**src/exec_consts.svh**
```systemverilog
// ------------------------------------------------
// Execute stage widths
// Data word, register address and micro-op fields
// ------------------------------------------------
`ifndef EXEC_CONSTS_SVH
`define EXEC_CONSTS_SVH

// Data word width
`define EXEC_XLEN  32

// Destination register address width
`define EXEC_RA_W  5

// Micro-op field width, shared by every unit
`define EXEC_UOP_W 5

`endif

```
**src/exec_op_pkg.sv**
```systemverilog
// ------------------------------------------------
// Functional unit select and micro-op encodings
// Multiplier state encoding
// ------------------------------------------------
`default_nettype none
`include "exec_consts.svh"

package exec_op_pkg;

    // Functional unit select
    typedef enum logic [2:0] {
        FU_ALU = 3'd0, FU_CFU = 3'd1, FU_LSU = 3'd2,
        FU_MUL = 3'd3, FU_CSR = 3'd4
    } fu_e;

    // Integer ALU ops
    typedef enum logic [`EXEC_UOP_W-1:0] {
        ALU_ADD = 5'd0, ALU_SUB = 5'd1, ALU_XOR = 5'd2, ALU_OR   = 5'd3,
        ALU_AND = 5'd4, ALU_SLL = 5'd5, ALU_SRL = 5'd6, ALU_SRA  = 5'd7,
        ALU_SLT = 5'd8, ALU_SLTU = 5'd9
    } alu_op_e;

    // Control flow ops, top two bits give the class
    typedef enum logic [`EXEC_UOP_W-1:0] {
        CFU_BEQ  = 5'b00_001, CFU_BNE  = 5'b00_110, CFU_BLT = 5'b00_100,
        CFU_BGE  = 5'b00_010, CFU_BLTU = 5'b00_101, CFU_BGEU = 5'b00_011,
        CFU_JAL  = 5'b10_001, CFU_JALR = 5'b10_010,
        CFU_TAKEN = 5'b11_001, CFU_NOT_TAKEN = 5'b11_000 // Resolved branches
    } cfu_op_e;

    typedef enum logic [`EXEC_UOP_W-1:0] {
        LSU_LOAD = 5'd1, LSU_STORE = 5'd2
    } lsu_op_e;

    typedef enum logic [`EXEC_UOP_W-1:0] {
        MUL_MUL = 5'd0, MUL_MULHU = 5'd1   // Low word / high word
    } mul_op_e;

    typedef enum logic [1:0] {
        ST_IDLE = 2'd0, ST_BUSY = 2'd1, ST_DONE = 2'd2
    } mul_state_e;

endpackage

`default_nettype wire

```
**src/exec_word_pkg.sv**
```systemverilog
// ------------------------------------------------
// Data word types, request and result records
// ------------------------------------------------
`default_nettype none
`include "exec_consts.svh"

package exec_word_pkg;

    import exec_op_pkg::*;

    typedef logic [`EXEC_XLEN-1:0]   xword_t;    // One data word
    typedef logic [2*`EXEC_XLEN-1:0] dword_t;    // Full product
    typedef logic [`EXEC_RA_W-1:0]   reg_addr_t; // Destination register
    typedef logic [`EXEC_UOP_W-1:0]  uop_t;      // Raw micro-op, meaning set by fu

    // Decoded request into the stage
    typedef struct packed {
        reg_addr_t rd;
        fu_e       fu;
        uop_t      uop;
        xword_t    opr_a;
        xword_t    opr_b;
        xword_t    opr_c;       // Store data, CSR data or jump target
    } exec_req_t;

    // Result record to the next stage
    typedef struct packed {
        reg_addr_t rd;
        fu_e       fu;
        uop_t      uop;         // Resolved for branches
        xword_t    result;
        xword_t    opr_b;
    } exec_rsp_t;

endpackage

`default_nettype wire

```
**src/exec_alu.sv**
```systemverilog
// ------------------------------------------------
// Integer ALU
// Arithmetic, logic and shift ops, compare flags
// and the raw sum for address generation
// ------------------------------------------------
`timescale 1ns/1ps
`default_nettype none
`include "exec_consts.svh"

module exec_alu (
    input  exec_op_pkg::fu_e      i_fu,      // Unit owning the micro-op
    input  exec_word_pkg::uop_t   i_uop,     // Micro-op
    input  exec_word_pkg::xword_t i_lhs,     // Operand A
    input  exec_word_pkg::xword_t i_rhs,     // Operand B
    output exec_word_pkg::xword_t o_result,  // Selected ALU result
    output exec_word_pkg::xword_t o_sum,     // A + B, always
    output logic                  o_lt,      // A < B, signedness from op
    output logic                  o_eq       // A == B
);

    import exec_op_pkg::*;
    import exec_word_pkg::*;

    localparam int SHAMT_W = $clog2(`EXEC_XLEN);

    logic               cmp_unsigned;        // Unsigned compare select
    logic [SHAMT_W-1:0] shamt;               // Shift amount
    xword_t             diff;                // A - B

    // ------------------------------------------------
    // Compare
    // ------------------------------------------------

    // Unsigned for sltu and the unsigned branches
    assign cmp_unsigned = (i_fu == FU_ALU && i_uop == ALU_SLTU) ||
                          (i_fu == FU_CFU && (i_uop == CFU_BLTU || i_uop == CFU_BGEU));

    assign o_lt = cmp_unsigned ? (i_lhs < i_rhs) :
                                 ($signed(i_lhs) < $signed(i_rhs));

    assign o_eq = (i_lhs == i_rhs);

    // ------------------------------------------------
    // Arithmetic and result select
    // ------------------------------------------------

    assign o_sum = i_lhs + i_rhs;            // Also feeds LSU and jalr
    assign diff  = i_lhs - i_rhs;
    assign shamt = i_rhs[SHAMT_W-1:0];       // Low bits only

    always_comb begin
        case (i_uop)
            ALU_ADD:  o_result = o_sum;
            ALU_SUB:  o_result = diff;
            ALU_XOR:  o_result = i_lhs ^ i_rhs;
            ALU_OR:   o_result = i_lhs | i_rhs;
            ALU_AND:  o_result = i_lhs & i_rhs;
            ALU_SLL:  o_result = i_lhs << shamt;
            ALU_SRL:  o_result = i_lhs >> shamt;
            ALU_SRA:  o_result = $signed(i_lhs) >>> shamt;  // Sign fill
            ALU_SLT,
            ALU_SLTU: o_result = {{(`EXEC_XLEN-1){1'b0}}, o_lt};
            default:  o_result = '0;
        endcase
    end

endmodule

`default_nettype wire

```
**src/exec_branch.sv**
```systemverilog
// ------------------------------------------------
// Branch condition evaluation
// Jump and branch target alignment
// ------------------------------------------------
`timescale 1ns/1ps
`default_nettype none
`include "exec_consts.svh"

module exec_branch (
    input  exec_word_pkg::uop_t   i_uop,     // CFU micro-op
    input  logic                  i_lt,      // Compare flags from the ALU
    input  logic                  i_eq,
    input  exec_word_pkg::xword_t i_sum,     // rs1 + imm for jalr
    input  exec_word_pkg::xword_t i_opr_c,   // Precomputed target
    output exec_word_pkg::uop_t   o_uop,     // Resolved micro-op
    output exec_word_pkg::xword_t o_target   // Target, bit 0 clear
);

    import exec_op_pkg::*;
    import exec_word_pkg::*;

    logic   is_cond;                         // Conditional branch
    logic   taken;
    xword_t base;                            // Target before alignment

    always_comb begin
        is_cond = 1'b1;
        case (i_uop)
            CFU_BEQ:            taken = i_eq;
            CFU_BNE:            taken = !i_eq;
            CFU_BLT, CFU_BLTU:  taken = i_lt;    // Flag already signed/unsigned
            CFU_BGE, CFU_BGEU:  taken = !i_lt;
            default: begin                       // Jumps keep their uop
                is_cond = 1'b0;
                taken   = 1'b0;
            end
        endcase
    end

    assign o_uop = !is_cond ? i_uop :
                   taken    ? uop_t'(CFU_TAKEN) : uop_t'(CFU_NOT_TAKEN);

    assign base     = (i_uop == CFU_JALR) ? i_sum : i_opr_c;
    assign o_target = {base[`EXEC_XLEN-1:1], 1'b0};

endmodule

`default_nettype wire

```
**src/exec_mul.sv**
```systemverilog
// ------------------------------------------------
// Iterative unsigned shift-add multiplier
// One multiplier bit per cycle, product held until taken
// ------------------------------------------------
`timescale 1ns/1ps
`default_nettype none
`include "exec_consts.svh"

module exec_mul (
    input  logic                   g_clk,
    input  logic                   g_resetn,
    input  logic                   i_start,    // Request a multiply, used in IDLE
    input  logic                   i_take,     // Product consumed
    input  logic                   i_flush,    // Abandon and go IDLE
    input  exec_word_pkg::xword_t  i_a,        // Multiplicand
    input  exec_word_pkg::xword_t  i_b,        // Multiplier
    output logic                   o_done,     // Product valid
    output exec_word_pkg::dword_t  o_product   // Unsigned 2*XLEN product
);

    import exec_op_pkg::*;
    import exec_word_pkg::*;

    localparam int               CNT_W     = $clog2(`EXEC_XLEN);
    localparam logic [CNT_W-1:0] LAST_STEP = CNT_W'(`EXEC_XLEN - 1);

    mul_state_e       state;
    logic [CNT_W-1:0] step;                    // Bit being processed
    dword_t           mcand;                   // Multiplicand, shifted left
    xword_t           mplier;                  // Remaining multiplier bits
    dword_t           acc;                     // Partial product

    // ------------------------------------------------
    // FSM
    // ------------------------------------------------
    always_ff @(posedge g_clk) begin
        if (!g_resetn || i_flush) begin
            state <= ST_IDLE;
            step  <= '0;
        end else begin
            case (state)
                ST_IDLE: begin
                    step <= '0;
                    if (i_start) begin
                        state <= ST_BUSY;
                    end
                end
                ST_BUSY: begin
                    step <= step + 1'b1;
                    if (step == LAST_STEP) begin   // XLEN cycles in BUSY
                        state <= ST_DONE;
                    end
                end
                ST_DONE: begin
                    if (i_take) begin
                        state <= ST_IDLE;
                    end
                end
                default: state <= ST_IDLE;
            endcase
        end
    end

    // Datapath
    always_ff @(posedge g_clk) begin
        if (state == ST_IDLE && i_start) begin
            mcand  <= dword_t'(i_a);           // Zero extend
            mplier <= i_b;
            acc    <= '0;
        end else if (state == ST_BUSY) begin
            if (mplier[0]) begin
                acc <= acc + mcand;
            end
            mcand  <= mcand << 1;
            mplier <= mplier >> 1;
        end
    end

    assign o_done    = (state == ST_DONE);
    assign o_product = acc;

endmodule

`default_nettype wire

```
**src/exec_stage.sv**
```systemverilog
// ------------------------------------------------
// Execute stage top level
// Request acceptance, unit selection, result muxing
// ------------------------------------------------
`timescale 1ns/1ps
`default_nettype none

module exec_stage (
    input  logic                      g_clk,
    input  logic                      g_resetn,
    input  logic                      i_flush,      // Flush stage contents
    input  exec_word_pkg::exec_req_t  i_req,        // Decoded request
    input  logic                      i_req_valid,
    output logic                      o_req_ready,
    output exec_word_pkg::exec_rsp_t  o_rsp,        // Result record
    output logic                      o_rsp_valid,
    input  logic                      i_rsp_ready
);

    import exec_op_pkg::*;
    import exec_word_pkg::*;

    logic      is_mul;                              // Request uses multiplier
    logic      accept;                              // Input transfer
    logic      mul_start;
    logic      mul_take;
    logic      mul_done;
    logic      reg_ready;                           // Output register has room
    logic      alu_lt;
    logic      alu_eq;
    xword_t    alu_result;
    xword_t    alu_sum;
    xword_t    cfu_target;
    uop_t      cfu_uop;
    dword_t    product;
    xword_t    prod_lo;
    xword_t    prod_hi;
    exec_rsp_t rsp;                                 // Next record

    // ------------------------------------------------
    // Handshake and multiplier strobes
    // ------------------------------------------------
    assign is_mul      = (i_req.fu == FU_MUL);
    assign o_req_ready = !i_flush && reg_ready && (!is_mul || mul_done);
    assign accept      = i_req_valid && o_req_ready;
    assign mul_start   = i_req_valid && is_mul && !i_flush;  // Acts only in IDLE
    assign mul_take    = accept && is_mul;

    assign {prod_hi, prod_lo} = product;

    // Result mux by unit
    always_comb begin
        rsp.rd     = i_req.rd;
        rsp.fu     = i_req.fu;
        rsp.uop    = i_req.uop;
        rsp.result = '0;
        rsp.opr_b  = '0;
        case (i_req.fu)
            FU_ALU: rsp.result = alu_result;
            FU_CFU: begin
                rsp.result = cfu_target;
                rsp.uop    = cfu_uop;               // TAKEN / NOT_TAKEN
            end
            FU_LSU: begin
                rsp.result = alu_sum;               // Effective address
                if (i_req.uop == LSU_STORE) begin
                    rsp.opr_b = i_req.opr_c;        // Store data
                end
            end
            FU_CSR: begin
                rsp.result = i_req.opr_a;
                rsp.opr_b  = i_req.opr_c;
            end
            FU_MUL: begin
                rsp.result = (i_req.uop == MUL_MULHU) ? prod_hi : prod_lo;
                rsp.opr_b  = prod_hi;
            end
            default: ;
        endcase
    end

    // ------------------------------------------------
    // Units and output register
    // ------------------------------------------------
    exec_alu u_alu (
        .i_fu      (i_req.fu   ),
        .i_uop     (i_req.uop  ),
        .i_lhs     (i_req.opr_a),
        .i_rhs     (i_req.opr_b),
        .o_result  (alu_result ),
        .o_sum     (alu_sum    ),
        .o_lt      (alu_lt     ),
        .o_eq      (alu_eq     )
    );

    exec_branch u_branch (
        .i_uop     (i_req.uop  ),
        .i_lt      (alu_lt     ),
        .i_eq      (alu_eq     ),
        .i_sum     (alu_sum    ),
        .i_opr_c   (i_req.opr_c),
        .o_uop     (cfu_uop    ),
        .o_target  (cfu_target )
    );

    exec_mul u_mul (
        .g_clk     (g_clk      ),
        .g_resetn  (g_resetn   ),
        .i_start   (mul_start  ),
        .i_take    (mul_take   ),
        .i_flush   (i_flush    ),
        .i_a       (i_req.opr_a),
        .i_b       (i_req.opr_b),
        .o_done    (mul_done   ),
        .o_product (product    )
    );

    exec_stage_reg u_out_reg (
        .g_clk      (g_clk      ),
        .g_resetn   (g_resetn   ),
        .i_flush    (i_flush    ),
        .i_valid    (accept     ),
        .i_data     (rsp        ),
        .o_in_ready (reg_ready  ),
        .o_valid    (o_rsp_valid),
        .o_data     (o_rsp      ),
        .i_ready    (i_rsp_ready)
    );

endmodule

`default_nettype wire

```
**src/exec_stage_reg.sv**
```systemverilog
// ------------------------------------------------
// One-entry valid/ready output register with flush
// ------------------------------------------------
`timescale 1ns/1ps
`default_nettype none

module exec_stage_reg (
    input  logic                      g_clk,
    input  logic                      g_resetn,
    input  logic                      i_flush,     // Drop the held record
    input  logic                      i_valid,     // Load request
    input  exec_word_pkg::exec_rsp_t  i_data,
    output logic                      o_in_ready,  // Can take a record this cycle
    output logic                      o_valid,
    output exec_word_pkg::exec_rsp_t  o_data,
    input  logic                      i_ready      // Downstream accepts
);

    logic load;                                    // Record enters this edge

    // Empty, or the held record leaves this cycle
    assign o_in_ready = !o_valid || i_ready;
    assign load       = i_valid && o_in_ready && !i_flush;

    always_ff @(posedge g_clk) begin
        if (!g_resetn || i_flush) begin
            o_valid <= 1'b0;
        end else if (load) begin
            o_valid <= 1'b1;
        end else if (i_ready) begin
            o_valid <= 1'b0;                       // Drained, nothing new
        end
    end

    always_ff @(posedge g_clk) begin
        if (load) begin
            o_data <= i_data;
        end
    end

endmodule

`default_nettype wire

```
**config.mk**
```make
export PLATFORM = sky130hd
export DESIGN_NAME = exec_stage
export DESIGN_NICKNAME = d
export VERILOG_FILES = /design/src/exec_op_pkg.sv /design/src/exec_word_pkg.sv /design/src/exec_alu.sv /design/src/exec_branch.sv /design/src/exec_mul.sv /design/src/exec_stage.sv /design/src/exec_stage_reg.sv
export VERILOG_INCLUDE_DIRS = /design/src /design/src/src
export SDC_FILE = /design/constraint.sdc
export NUM_CORES = 1
export LEC_CHECK = 0
export BUFFER_PORTS_ARGS = -buffer_cell sky130_fd_sc_hd__buf_2
export CORE_ASPECT_RATIO = 0.75
export CORE_MARGIN = 1
export CORE_UTILIZATION = 40
export CTS_CLUSTER_SIZE = 25
export DETAILED_ROUTE_END_ITERATION = 6
export SLEW_MARGIN = 20
export SYNTH_ARGS = -nofsm -noshare
export SYNTH_HDL_FRONTEND = slang
export SYNTH_SLANG_ARGS = --single-unit
export TNS_END_PERCENT = 20
```
**constraint.sdc**
```tcl
create_clock -name g_clk -period 6.2 [get_ports g_clk]
set_input_delay 0.93 -clock g_clk [delete_from_list [all_inputs] [get_ports g_clk]]
set_output_delay 0.93 -clock g_clk [all_outputs]
set_load 0.01 [all_outputs]
```
==> summary.md <==
| Metric | Value |
|---|---|
| Largest net degree at the start of global routing | `150` |
| Clk_lat worst skew | `0.64 ns` |
| Max incr delay on CP | `roughly 0.65 ns` |
| Root Buffer Master | `clkbuf_16` |
| Fin util | `a little under half` |
| HPWL after detailed placement | `roughly 90000 µm` |
| Period utilization | `between 70% and 80%` |
| DRT iter0 DRCs | `around 3700` |
| Final wirelength | `approximately 120000 µm` |
| DR top layer | `met5` |
| Max-cap viol count | `0` |
| Design Area, Final | `about 25000 µm²` |
| Fin Setup TNS | `0 ns` |
| Slew headroom | `~19%` |
| Most common cell in the netlist | `nand2_1` |
| Clock Skews | `0.0424 ns` |
| Violated checks | `DRC` |
| Mean post-synth cell area | `~8.0 µm²` |
| Critical-path top delay cell | `a2111oi_0` |
| Leakage | `approximately 0.010 µW` |
| Kind of critical path | `in -> reg` |
| Reg2reg setup slack | `about 1.7 ns` |
| Total Routing Usage GR | `about two fifths` |
| Area leader, netlist | `edfxtp_1` |
| Max Fanout on Critical Path | `38` |
| Syn Inst Count | `2860` |
| Post-Place Cell Area | `24300 µm²` |
| Pwr/cell area | `265 nW/µm²` |
| Worst Hold End | `u_mul.mcand[44]` |
| Initial Util | `40.6%` |
| CTS HTree Levels | `1` |
| Final setup fails | `0` |
| Power, Total | `between 6000 and 7000 µW` |
| CP Cell Sequence | `buf_4 > buf_4 > inv_1 > ha_1 > mux2i_1 > a21oi_1 > nand2_1 > o21ai_0 > nand2_1 > a22oi_1 > a2111oi_0 > o221ai_1 > a211o_1` |
| Top FF cell, synth | `edfxtp_1` |
| Routability congestion estimate | `around 1.1` |
| Finished Layout Cells | `roughly 3700` |
| Vias in the first global route | `22692` |
| Die Footprint | `roughly 58000 µm²` |
| CTS max path bufs | `3` |
| Global-route wire length before repair | `approximately 170000 µm` |
| R2r endpoint | `u_mul.o_product[62]` |
| Hold Path Stages | `2` |
| Layout area overhead | `11.3%` |
| Worst vdd ir | `approximately 0.00022 V` |
| Clock transition at the registers of the reported paths | `roughly 0.060 ns` |
| Result of the run | `complete, but fails checks` |
| Number of synthesized flops with an enable pin | `roughly 140` |
| Drt drc | `2` |
| Total iterations of the first detailed-routing run | `7` |
| Reg2reg start | `u_mul.mcand[18]` |
| Critical Path Source Type | `input pin` |
| CTS Hold Buffers Added | `0` |
| Warnings from Yosys | `0` |
| RSZ-0062 raised after global routing | `no` |
| Die Span X | `277 µm` |
| Clock Sinks | `245` |
| Ys async rst share | `0%` |
| Row count | `75` |
| CTS Buf Count | `30` |
| M1 WL | `~52000 µm` |
| Tmin final | `around 4.5 ns` |
| IO buf count | `about 190` |
| Postcts setup bufs | `0` |
| # nets final | `about 3200` |
| CP endpoint kind | `flop` |
| Syn nets | `3139` |
| Grt ovf | `0` |
| Yosys top cell area share | `about a fifth` |
| IO Count | `between 150 and 200` |
| Placed Cells incl. Taps | `3624` |
| CTS resizes | `0` |
| Worst R2R Path Depth | `11` |
| Hold Path Origin | `u_mul.mcand[43]` |
| WL met3 | `~16000 µm` |
| Met2 WL | `about 46000 µm` |
| Core Box Area | `56000 µm²` |
| Sequential cell area fraction in the yosys report | `27.8%` |
| Post-DR wirelength/cell | `32.0 µm` |
| Synth top area cells | `edfxtp_1 19%, dfxtp_1 9.1%, ha_1 8.9%, nand2_1 6.8%, a21oi_1 6.6%` |
| Share of layout cells above drive strength 1 | `between 10 and 15%` |
| Chip height | `between 200 and 250 µm` |
| Post-route ant nets | `0` |
| Worst EP arrival | `approximately 4.9 ns` |
| DR vias | `~25000` |
| Max Slew Vio Count | `0` |
| Yosys reg bits | `roughly 250` |
| Highest clock rate | `around 220 MHz` |
| Final Hold Viols | `0` |
| Largest delay share family, worst path | `compound AO/OA/AOI/OAI gates` |
| CTS tree | `built` |
| Post-DR vias/cell | `between 6 and 7` |
| Crit path required time | `~6.6 ns` |
| Worst Hold Class | `reg -> reg` |
| Most frequent cells after synthesis | `412 x nand2_1, 298 x a21oi_1, 229 x o21ai_0` |
| Worst slew pin tran | `between 1 and 1.5 ns` |
| Yosys cell types | `between 80 and 90` |
| Bufs and invs on worst path | `3` |
| Post-Syn Area | `22800 µm²` |
| Initial antenna violation count | `8` |
## cell families after synthesis
group / synth area share [%]
AND/OR/NAND/NOR: 17.9
buffers and inverters: 5.48
multiplexers: 7.69
AO/OA/AOI/OAI: 28.2
XOR/XNOR: 3.77
adder cells (fa/ha/maj): 9.17
flip-flops: 27.8
## placed cells by master, fill, tap and decap left out, drive strengths merged, types with 17 or more instances in the layout
master	instances
o31ai	23
mux2	20
buf	246
nor2	213
a22o	34
o221ai	29
xor2	31
a22oi	26
clkbuf	42
ha	162
o211ai	21
xnor2	67
mux2i	60
a21o	58
nand2b	22
o21ai	235
nor3	47
mux4	41
a211oi	31
a21oi	299
o21bai	23
nand3	65
inv	115
a221oi	48
a221o	27
edfxtp	141
nand4	28
and3	17
nor2b	23
a31oi	21
nand2	412
dfxtp	104
## worst min-delay path, stage by stage (launching register included)
cell and delay, ns:
dfxtp_1 0.33, nand2_1 0.06, a21oi_1 0.05
## stage by stage
stage	hold slack [ns]	setup slack, ns
floorplan	0.449	1.44
global placement	0.461	1.19
detailed placement	0.466	1.25
CTS	0.449	1.86
global route	0.477	1.57
finish	0.468	1.67
## per-layer routing
layer / vias to the layer above / GRT usage, %
li1: 10738 / -
met1: 12181 / 58.3
met2: 1772 / 52.7
met3: 207 / 12.3
met4: 4 / 12.9
met5: - / 0
## how the worst max path moves through the flow
stage               slack (ns)                   end            start  cells after the start
floorplan                 1.44  u_out_reg.o_data[64]        i_req[34]                     16
global placement          1.19  u_out_reg.o_data[62]        i_req[32]                     13
detailed placement        1.25  u_out_reg.o_data[62]        i_req[32]                     13
CTS                       1.86   u_mul.o_product[62]  u_mul.mcand[18]                     11
global route              1.57  u_out_reg.o_data[62]        i_req[32]                     13
finish                    1.67  u_out_reg.o_data[62]        i_req[32]                     13
## state kept, by name, summed over array words and instances (netlist names)
signal             flops
u_mul.mcand           64
u_mul.step             5
u_mul.o_product       64
u_out_reg.o_data      77
u_mul.mplier          32
u_mul.state            2
u_out_reg.o_valid      1
## power breakdown
part           switching (µW)  internal [µW]
logic                    1730            947
clock network             811           1030
registers                 268           1930
total                    2810           3900
## final cells by class
class / count / area, µm²
Tap cell: 731 / 915
Antenna cell: 2 / 5.00
Multi-Input combinational cell: 2287 / 15300
Clock inverter: 14 / 116
Sequential cell: 245 / 6320
Clock buffer: 42 / 903
Fill cell: 5656 / 30700
Inverter: 115 / 432
Timing Repair Buffer: 246 / 1390
Note: power is estimated with default switching activity, not from simulation.
